===== config.mk =====
export PLATFORM = sky130hd
export DESIGN_NAME = ntm_top
export DESIGN_NICKNAME = d
export VERILOG_FILES = /design/src/ntm_pkg.sv /design/src/ntm_top.sv /design/src/ntm_write_head.sv /design/src/ntm_read_head.sv /design/src/ntm_mem_arbiter.sv /design/src/ntm_memory.sv
export SDC_FILE = /design/constraint.sdc
export NUM_CORES = 2
export LEC_CHECK = 0
export BUFFER_PORTS_ARGS = -buffer_cell sky130_fd_sc_hd__clkbuf_2
export CORE_AREA = 8 8 240 242
export DETAILED_ROUTE_END_ITERATION = 16
export DIE_AREA = 0 0 248 250
export GPL_TIMING_DRIVEN = 0
export HOLD_SLACK_MARGIN = 0.15
export PLACE_DENSITY = 0.79
export RECOVER_POWER = 50
export SLEW_MARGIN = 5
export SYNTH_ARGS = -nofsm -noshare
export SYNTH_HDL_FRONTEND = slang
export SYNTH_SLANG_ARGS = --single-unit

===== constraint.sdc =====
create_clock -name CLK -period 9.3 [get_ports CLK]
set_input_delay 0.465 -clock CLK [delete_from_list [all_inputs] [get_ports CLK]]
set_output_delay 0.465 -clock CLK [all_outputs]
set_load 0.005 [all_outputs]

===== src/ntm_pkg.sv =====
// Shared sizes, word and vector types and the memory request struct for the NTM memory block
package ntm_pkg;

  //////////////////////////////
  // Sizes
  //////////////////////////////

  // Number of memory rows N (index j)
  localparam int ntm_rows   = 4;
  // Number of memory columns W (index k)
  localparam int ntm_cols   = 4;
  // Word width of one matrix element
  localparam int ntm_word_w = 16;
  // Flat element address j*W+k
  localparam int ntm_addr_w = 4;

  // Total element count N*W
  localparam int ntm_elems  = ntm_rows * ntm_cols;
  // Low address bits select the column, W is a power of two
  localparam int ntm_col_w  = $clog2(ntm_cols);

  //////////////////////////////
  // Data types
  //////////////////////////////

  // One unsigned word, all arithmetic wraps at this width
  typedef logic [ntm_word_w-1:0] ntm_word_t;

  // Weighting w(j), one word per row
  typedef ntm_word_t [ntm_rows-1:0] ntm_weight_t;

  // Add vector a(k) and read vector r(k), one word per column
  typedef ntm_word_t [ntm_cols-1:0] ntm_vec_t;

  // Request from a head toward the memory port
  typedef struct packed {
    logic                  req;
    logic                  we;
    logic [ntm_addr_w-1:0] addr;
    ntm_word_t             wdata;
  } ntm_mem_req_t;

  // Head that currently owns, or last owned, the memory port
  typedef enum logic {
    owner_write = 1'b0,
    owner_read  = 1'b1
  } ntm_owner_t;

endpackage

===== src/ntm_top.sv =====
// Top level of the NTM memory block with both heads sharing M through the arbiter
`timescale 1ns/1ns

module ntm_top
  import ntm_pkg::*;
(
  input  logic        CLK,
  input  logic        RST,

  // Read operation
  input  logic        read_start,
  input  ntm_weight_t read_weight,
  output logic        read_ready,
  output ntm_vec_t    read_vec,

  // Write operation
  input  logic        write_start,
  input  ntm_weight_t write_weight,
  input  ntm_vec_t    write_add,
  output logic        write_ready
);

  // Head side of the arbiter
  ntm_mem_req_t rd_req;
  ntm_mem_req_t wr_req;
  logic         rd_gnt;
  logic         wr_gnt;

  // Memory side of the arbiter
  ntm_mem_req_t mem_req;
  ntm_word_t    mem_rdata;

  ntm_read_head i_read_head (
    .CLK         (CLK),
    .RST         (RST),
    .read_start  (read_start),
    .read_weight (read_weight),
    .read_ready  (read_ready),
    .read_vec    (read_vec),
    .rd_req      (rd_req),
    .rd_gnt      (rd_gnt),
    .mem_rdata   (mem_rdata)
  );

  ntm_write_head i_write_head (
    .CLK          (CLK),
    .RST          (RST),
    .write_start  (write_start),
    .write_weight (write_weight),
    .write_add    (write_add),
    .write_ready  (write_ready),
    .wr_req       (wr_req),
    .wr_gnt       (wr_gnt),
    .mem_rdata    (mem_rdata)
  );

  ntm_mem_arbiter i_mem_arbiter (
    .CLK     (CLK),
    .RST     (RST),
    .rd_req  (rd_req),
    .wr_req  (wr_req),
    .rd_gnt  (rd_gnt),
    .wr_gnt  (wr_gnt),
    .mem_req (mem_req)
  );

  // Shared read data, only the owner samples it
  ntm_memory i_memory (
    .CLK       (CLK),
    .RST       (RST),
    .mem_req   (mem_req),
    .mem_rdata (mem_rdata)
  );

endmodule


===== src/ntm_write_head.sv =====
// Write head that updates every element as M(j,k) + w(j)*a(k) by read-modify-write
`timescale 1ns/1ns

module ntm_write_head
  import ntm_pkg::*;
(
  input  logic         CLK,
  input  logic         RST,

  // Operation strobes and data
  input  logic         write_start,
  input  ntm_weight_t  write_weight,
  input  ntm_vec_t     write_add,
  output logic         write_ready,

  // Memory port through the arbiter
  output ntm_mem_req_t wr_req,
  input  logic         wr_gnt,
  input  ntm_word_t    mem_rdata
);

  typedef enum logic [1:0] {
    st_idle,
    st_read,
    st_write
  } wr_state_t;

  wr_state_t             state_q;
  // Element under update
  logic [ntm_addr_w-1:0] addr_q;

  // Captured operands
  ntm_weight_t           weight_q;
  ntm_vec_t              add_q;

  logic [ntm_addr_w-ntm_col_w-1:0] row;
  logic [ntm_col_w-1:0]            col;
  ntm_word_t                       product;
  ntm_word_t                       sum;

  //////////////////////////////
  // Control FSM
  //////////////////////////////

  always_ff @(posedge CLK or posedge RST) begin
    if (RST) begin
      state_q     <= st_idle;
      addr_q      <= '0;
      write_ready <= 1'b0;
    end else begin
      write_ready <= 1'b0;
      case (state_q)
        st_idle: begin
          if (write_start) begin
            addr_q  <= '0;
            state_q <= st_read;
          end
        end
        st_read: begin
          // Fetch the old word
          if (wr_gnt) begin
            state_q <= st_write;
          end
        end
        st_write: begin
          // Store the updated word, then next element or done
          if (wr_gnt) begin
            if (addr_q == ntm_addr_w'(ntm_elems - 1)) begin
              write_ready <= 1'b1;
              state_q     <= st_idle;
            end else begin
              addr_q  <= addr_q + 1'b1;
              state_q <= st_read;
            end
          end
        end
        default: begin
          state_q <= st_idle;
        end
      endcase
    end
  end

  // w and a latched once per operation
  always_ff @(posedge CLK) begin
    if (write_start && (state_q == st_idle)) begin
      weight_q <= write_weight;
      add_q    <= write_add;
    end
  end

  //////////////////////////////
  // Update datapath
  //////////////////////////////

  assign row     = addr_q[ntm_addr_w-1:ntm_col_w];
  assign col     = addr_q[ntm_col_w-1:0];
  // Both product and sum wrap at 16 bits
  assign product = ntm_word_t'(weight_q[row] * add_q[col]);
  // mem_rdata holds the word fetched in the read phase
  assign sum     = mem_rdata + product;

  assign wr_req.req   = (state_q != st_idle);
  assign wr_req.we    = (state_q == st_write);
  assign wr_req.addr  = addr_q;
  assign wr_req.wdata = sum;

  a_start_when_idle: assert property (
    @(posedge CLK) disable iff (RST)
    write_start |-> (state_q == st_idle)
  );

endmodule


===== src/ntm_read_head.sv =====
// Read head that streams M row by row and accumulates r(k) as the sum of w(j)*M(j,k)
`timescale 1ns/1ns

module ntm_read_head
  import ntm_pkg::*;
(
  input  logic         CLK,
  input  logic         RST,

  // Operation strobes and data
  input  logic         read_start,
  input  ntm_weight_t  read_weight,
  output logic         read_ready,
  output ntm_vec_t     read_vec,

  // Memory port through the arbiter
  output ntm_mem_req_t rd_req,
  input  logic         rd_gnt,
  input  ntm_word_t    mem_rdata
);

  typedef enum logic [1:0] {
    st_idle,
    st_stream,
    st_drain
  } rd_state_t;

  rd_state_t             state_q;
  // Next address to issue
  logic [ntm_addr_w-1:0] issue_addr_q;
  // Read issued in the previous cycle, and its address
  logic                  issue_d_q;
  logic [ntm_addr_w-1:0] addr_d_q;

  // Captured weighting and running sums
  ntm_weight_t           weight_q;
  ntm_vec_t              acc_q;

  // Returning word position
  logic [ntm_addr_w-ntm_col_w-1:0] row_d;
  logic [ntm_col_w-1:0]            col_d;
  ntm_word_t                       product;

  //////////////////////////////
  // Control FSM
  //////////////////////////////

  always_ff @(posedge CLK or posedge RST) begin
    if (RST) begin
      state_q      <= st_idle;
      issue_addr_q <= '0;
      issue_d_q    <= 1'b0;
      read_ready   <= 1'b0;
    end else begin
      read_ready <= 1'b0;
      issue_d_q  <= (state_q == st_stream) && rd_gnt;
      case (state_q)
        st_idle: begin
          if (read_start) begin
            issue_addr_q <= '0;
            state_q      <= st_stream;
          end
        end
        st_stream: begin
          // One read per granted cycle, row-major
          if (rd_gnt) begin
            issue_addr_q <= issue_addr_q + 1'b1;
            if (issue_addr_q == ntm_addr_w'(ntm_elems - 1)) begin
              state_q <= st_drain;
            end
          end
        end
        st_drain: begin
          // Last word is summed this cycle
          read_ready <= 1'b1;
          state_q    <= st_idle;
        end
        default: begin
          state_q <= st_idle;
        end
      endcase
    end
  end

  //////////////////////////////
  // Accumulation
  //////////////////////////////

  assign row_d   = addr_d_q[ntm_addr_w-1:ntm_col_w];
  assign col_d   = addr_d_q[ntm_col_w-1:0];
  // Low 16 bits of w(j)*M(j,k)
  assign product = ntm_word_t'(weight_q[row_d] * mem_rdata);

  always_ff @(posedge CLK) begin
    addr_d_q <= issue_addr_q;
    if (read_start && (state_q == st_idle)) begin
      weight_q <= read_weight;
      acc_q    <= '0;
    end else if (issue_d_q) begin
      acc_q[col_d] <= acc_q[col_d] + product;
    end
  end

  // Sums stay put from read_ready until the next start
  assign read_vec = acc_q;

  // Reads only, request held through the last issue
  assign rd_req.req   = (state_q == st_stream);
  assign rd_req.we    = 1'b0;
  assign rd_req.addr  = issue_addr_q;
  assign rd_req.wdata = '0;

  a_start_when_idle: assert property (
    @(posedge CLK) disable iff (RST)
    read_start |-> (state_q == st_idle)
  );

endmodule


===== src/ntm_mem_arbiter.sv =====
// Round-robin arbiter that hands the memory port to one head for a whole operation
`timescale 1ns/1ns

module ntm_mem_arbiter
  import ntm_pkg::*;
(
  input  logic         CLK,
  input  logic         RST,

  // Head requests
  input  ntm_mem_req_t rd_req,
  input  ntm_mem_req_t wr_req,

  // Grant levels back to the heads
  output logic         rd_gnt,
  output logic         wr_gnt,

  // Owner's request toward the memory
  output ntm_mem_req_t mem_req
);

  // Port held by a head in the previous cycle
  logic       busy_q;
  // Current owner while busy, last served head while free
  ntm_owner_t owner_q;

  //////////////////////////////
  // Grant decision
  //////////////////////////////

  always_comb begin
    rd_gnt = 1'b0;
    wr_gnt = 1'b0;
    if (busy_q && (owner_q == owner_read) && rd_req.req) begin
      // Read head keeps the port until its req drops
      rd_gnt = 1'b1;
    end else if (busy_q && (owner_q == owner_write) && wr_req.req) begin
      wr_gnt = 1'b1;
    end else if (rd_req.req && wr_req.req) begin
      // Tie goes to the head not served last
      if (owner_q == owner_read) begin
        wr_gnt = 1'b1;
      end else begin
        rd_gnt = 1'b1;
      end
    end else begin
      // At most one requester left
      rd_gnt = rd_req.req;
      wr_gnt = wr_req.req;
    end
  end

  // Owner state
  // Reset value read lets the write head win the first tie
  always_ff @(posedge CLK or posedge RST) begin
    if (RST) begin
      busy_q  <= 1'b0;
      owner_q <= owner_read;
    end else begin
      busy_q <= rd_gnt | wr_gnt;
      if (rd_gnt) begin
        owner_q <= owner_read;
      end else if (wr_gnt) begin
        owner_q <= owner_write;
      end
    end
  end

  // Forward the owner's request, all zero when the port is free
  always_comb begin
    mem_req = '0;
    if (wr_gnt) begin
      mem_req = wr_req;
    end else if (rd_gnt) begin
      mem_req = rd_req;
    end
  end

  //////////////////////////////
  // Checks
  //////////////////////////////

  a_gnt_onehot: assert property (
    @(posedge CLK) disable iff (RST)
    !(rd_gnt && wr_gnt)
  );

  // Operation stays atomic once granted
  a_rd_gnt_held: assert property (
    @(posedge CLK) disable iff (RST)
    (rd_gnt && rd_req.req) |=> (rd_gnt || !rd_req.req)
  );

  a_wr_gnt_held: assert property (
    @(posedge CLK) disable iff (RST)
    (wr_gnt && wr_req.req) |=> (wr_gnt || !wr_req.req)
  );

endmodule


===== src/ntm_memory.sv =====
// Single-port memory matrix M, cleared on reset, read data one cycle after the request
`timescale 1ns/1ns

module ntm_memory
  import ntm_pkg::*;
(
  input  logic         CLK,
  input  logic         RST,

  // Request already selected by the arbiter
  input  ntm_mem_req_t mem_req,
  output ntm_word_t    mem_rdata
);

  //////////////////////////////
  // Storage
  //////////////////////////////

  // Row-major element array with M(j,k) at j*W+k
  ntm_word_t mem_q [ntm_elems];

  // Write port
  // Whole matrix back to zero on reset
  always_ff @(posedge CLK or posedge RST) begin
    if (RST) begin
      for (int i = 0; i < ntm_elems; i++) begin
        mem_q[i] <= '0;
      end
    end else if (mem_req.req && mem_req.we) begin
      mem_q[mem_req.addr] <= mem_req.wdata;
    end
  end

  // Read port
  // Word appears on mem_rdata in the cycle after the read
  // Holds its value until the next read
  always_ff @(posedge CLK) begin
    if (mem_req.req && !mem_req.we) begin
      mem_rdata <= mem_q[mem_req.addr];
    end
  end

  //////////////////////////////
  // Checks
  //////////////////////////////

  // Any active access must be fully defined and land inside the matrix
  a_addr_in_range: assert property (
    @(posedge CLK) disable iff (RST)
    mem_req.req |-> (!$isunknown({mem_req.we, mem_req.addr}) &&
                     (mem_req.addr < ntm_elems))
  );

endmodule


==> summary.txt <==
Outcome
  – Status: finished, violations left
  – Violated checks: max-capacitance violations, max-slew violations

Finish
  – P&R area growth vs syn: 18.8%
  – Filler instances: 3,787
  – Share of layout cells above drive strength 1: 14.0%
  – Final net count: 3,998

Critical path
  – R2R Setup Slk: 870 ps
  – CP Launch Type: flop
  – Critical Path Fanout Max: 10
  – CP delay by family, top: adder cells
  – Worst Path Required: 9830 ps
  – Crit path top cell by count: fa_1
  – Worst reg2reg endpoint: i_memory.mem_q[157]$_DFFE_PP0P_
  – CP arrival: 8960 ps
  – FF-to-FF Start: i_write_head.addr_q[2]$_DFFE_PP0P_
  – Slowest cell on the critical path: xor2_1
  – CP Capture Type: flop
  – Crit Path Class: reg -> reg
  – Reg2reg path depth: 24
  – CP bufs+invs: 8
  – Worst-path cell chain: buf_6 > buf_6 > buf_2 > mux4_2 > clkbuf_1 > and2_1 > fa_1 > inv_1 > fa_1 > inv_1 > ha_1 > fa_1 > fa_1 > inv_1 > fa_1 > inv_1 > ha_1 > o21a_1 > o31a_1 > a2111o_1 > a31oi_1 > xor2_1 > nor2_1 > mux2_2
  – Largest stage delay, worst path: 1020 ps

Synth
  – Commonest cells in the synthesized netlist: nand2_1 (747), inv_1 (332), dfrtp_1 (272), edfxtp_1 (208), fa_1 (188)
  – EDFF count, synth: 208
  – Mapped Nets: 3,478
  – Mapped Avg Cell Area: 10.6 um^2
  – Mapped Cells: 2,988
  – Post-Syn Area: 31,800 um^2
  – Post-synth top flop: dfrtp_1
  – Ys async rst share: 49.7%
  – Yosys top cell area share: 21.4%
  – Syn. warnings: 0
  – Cell variety after synth: 60
  – Sequential fraction of the synthesis area: 45.4%
  – Dominant cell type by area after synthesis: dfrtp_1
  – Synth top area cells: dfrtp_1 (21%), edfxtp_1 (20%), fa_1 (12%)
  – Register bit total from synthesis: 549
  – Top-count cell post-synth: nand2_1

Floorplan
  – IO Count: 262
  – Row count: 85
  – Die width: 248 um
  – Die footprint: 62,000 um^2
  – Initial Util: 59.4%
  – Core ar.: 53,500 um^2
  – Die height: 250 um

STA
  – Final setup vio count: 0
  – Slew @ Worst Pin: 5450 ps
  – Fmax: 0.119 GHz
  – Fin. Hold Viols: 0
  – Final worst-path cycle share: 90.6%
  – Fin Hold WS: 310 ps
  – Relative slew slack: -263%
  – Fin crit period: 8430 ps
  – RSZ-0062 raised after global routing: no
  – Clk_skew: 71.1 ps
  – Final Slew Violations: 282

Clock tree
  – Clk root buf: clkbuf_16
  – Setup bufs post-CTS: 0
  – Clk pin slew, worst setup/hold paths: 70 ps
  – Worst-Skew Late Latency: 660 ps
  – CTS Buffer Depth: 3
  – CTS Buf Count: 59
  – Post_cts resized: 0
  – TritonCTS clock tree: yes
  – CTS Sinks: 549
  – H-Tree Depth: 2

Global routing
  – Vias in the first global route: 26,900
  – Largest net degree at the start of global routing: 122
  – First-pass GRT wire length: 154,000 um
  – Total GRT Usage: 32.6%
  – Initial antenna violation count: 4
  – Overflow after GRT: 0

Route
  – DR vias/cell: 5.94
  – DR top layer: met4
  – Drt drc: 0
  – Wl on met1: 35,300 um
  – Metal2 WL: 48,600 um
  – Total wire length: 100,000 um
  – Detailed-route via count: 25,300
  – Met3 routed WL: 9970 um
  – 1st-iter DRT viols: 2,873
  – Post-route ant nets: 0
  – 1st-pass router iterations: 6
  – Drt wl/cell: 23.6 um

Flow run
  – Max-cap viol count: 4

Place
  – Number of buffers added on ports: 261
  – Post-DP HPWL: 68,100 um
  – GPL Wtd Cong: 0.930

Worst hold path
  – Hold Crit Class: in -> reg
  – Hold Path Origin: read_start
  – Hold Crit Depth: 3
  – Worst Hold Endpoint: i_read_head.state_q[0]$_DFFE_PP0P_
-- flip-flops by register name (all words and copies together) (netlist names) --
name,flops
i_memory.mem_q,256
i_read_head.read_vec,64
i_read_head.weight_q,64
i_write_head.add_q,64
i_write_head.weight_q,64
i_memory.mem_rdata,16
i_read_head.addr_d_q,4
i_read_head.issue_addr_q,4
i_write_head.addr_q,4
i_read_head.state_q,2
i_write_head.state_q,2
i_mem_arbiter.busy_q,1
i_mem_arbiter.owner_q,1
i_read_head.issue_d_q,1
i_read_head.read_ready,1
i_write_head.write_ready,1
-- how the worst max path moves through the flow --
stage / startpoint / end / slack, ps / cells after the start
2_1_floorplan: RST / i_mem_arbiter.busy_q$_DFF_PP0_ / 1310 / 1
3_5_place_dp: i_write_head.addr_q[2]$_DFFE_PP0P_ / i_memory.mem_q[190]$_DFFE_PP0P_ / 980 / 27
4_1_cts: i_write_head.addr_q[2]$_DFFE_PP0P_ / i_memory.mem_q[46]$_DFFE_PP0P_ / 950 / 27
6_report: i_write_head.addr_q[2]$_DFFE_PP0P_ / i_memory.mem_q[157]$_DFFE_PP0P_ / 870 / 24
5_1_grt: i_write_head.addr_q[2]$_DFFE_PP0P_ / i_memory.mem_q[157]$_DFFE_PP0P_ / 590 / 22
3_3_place_gp: RST / i_read_head.issue_addr_q[2]$_DFFE_PP0P_ / -1290 / 2
-- metrics by stage --
stage | cells | setup TNS, ps | util [%] | worst slack [ps] | cell area, um^2
global placement | 3945 | -340270 | 63.5 | -1290 | 34000
floorplan | 2988 | 0 | - | 1310 | 31800
finish | 4255 | 0 | 70.6 | 871 | 37800
CTS | 4250 | 0 | 70.9 | 945 | 37900
global route | 4254 | 0 | 70.6 | 593 | 37800
detailed placement | 3950 | 0 | 63.7 | 982 | 34100
-- worst reg2reg max path, cell delays in order, from the launching register on --
cell and delay, ps:
dfrtp_1 390, buf_6 150, buf_6 190, buf_2 330
mux4_2 610, clkbuf_1 340, and2_1 270, fa_1 530
inv_1 50, fa_1 480, inv_1 50, ha_1 190
fa_1 480, fa_1 540, inv_1 50, fa_1 470
inv_1 40, ha_1 340, o21a_1 140, o31a_1 120
a2111o_1 360, a31oi_1 270, xor2_1 1020, nor2_1 470
mux2_2 410
-- cell families (layout without fill, tap and decap cells) --
group | count (synthesis) | in the layout | share of synthesized area [%]
adder cells (fa/ha/maj) | 294 | 294 | 16.0
multiplexers | 213 | 213 | 9.96
AO/OA/AOI/OAI | 297 | 297 | 5.88
buffers and inverters | 501 | 1067 | 6.10
AND/OR/NAND/NOR | 1055 | 1055 | 14.3
other | 0 | 5 | 0
flip-flops | 549 | 549 | 45.4
XOR/XNOR | 79 | 79 | 2.29
-- what timing repair did --
item,4_1_cts,5_1_grt
hold endpoints to repair,245,0
setup endpoints to repair,0,0
hold buffers,193,0
-- layout make-up --
class                   instances  area, um^2  share of cell area [%]
repair buffers                459        3190                    8.45
flip-flops and latches        549       14400                    38.2
diodes                          5        12.5                  0.0331
clock inverters                26         290                   0.769
well taps                     696         871                    2.31
clock buffers                  81        1610                    4.26
inverters                     333        1250                    3.31
multi-input cells            1938       15400                    40.8
plain buffers                 168         689                    1.83
-- per-layer routing --
| layer | vias to the layer above | GRT usage [%] |
|---|---|---|
| met2 | 1544 | 54.1 |
| met1 | 12400 | 38.7 |
| li1 | 10900 | - |
| met4 | 0 | 18.4 |
| met3 | 388 | 7.34 |
| met5 | - | 0 |
-- cells in the final DEF (no fill, tap or decap), types with 74 or more instances in the layout --
cell / instances
nand3_1: 74
clkbuf_1: 253
edfxtp_1: 208
nand2_1: 747
ha_1: 106
dfrtp_1: 272
and2_1: 112
mux2_2: 140
a21oi_1: 93
clkbuf_2: 165
fa_1: 188
dlygate4sd3_1: 193
inv_1: 332
Power is left out: the tool's default activity adds up to more than one toggle a clock period on the data nets, which glitch-free logic cannot reach.
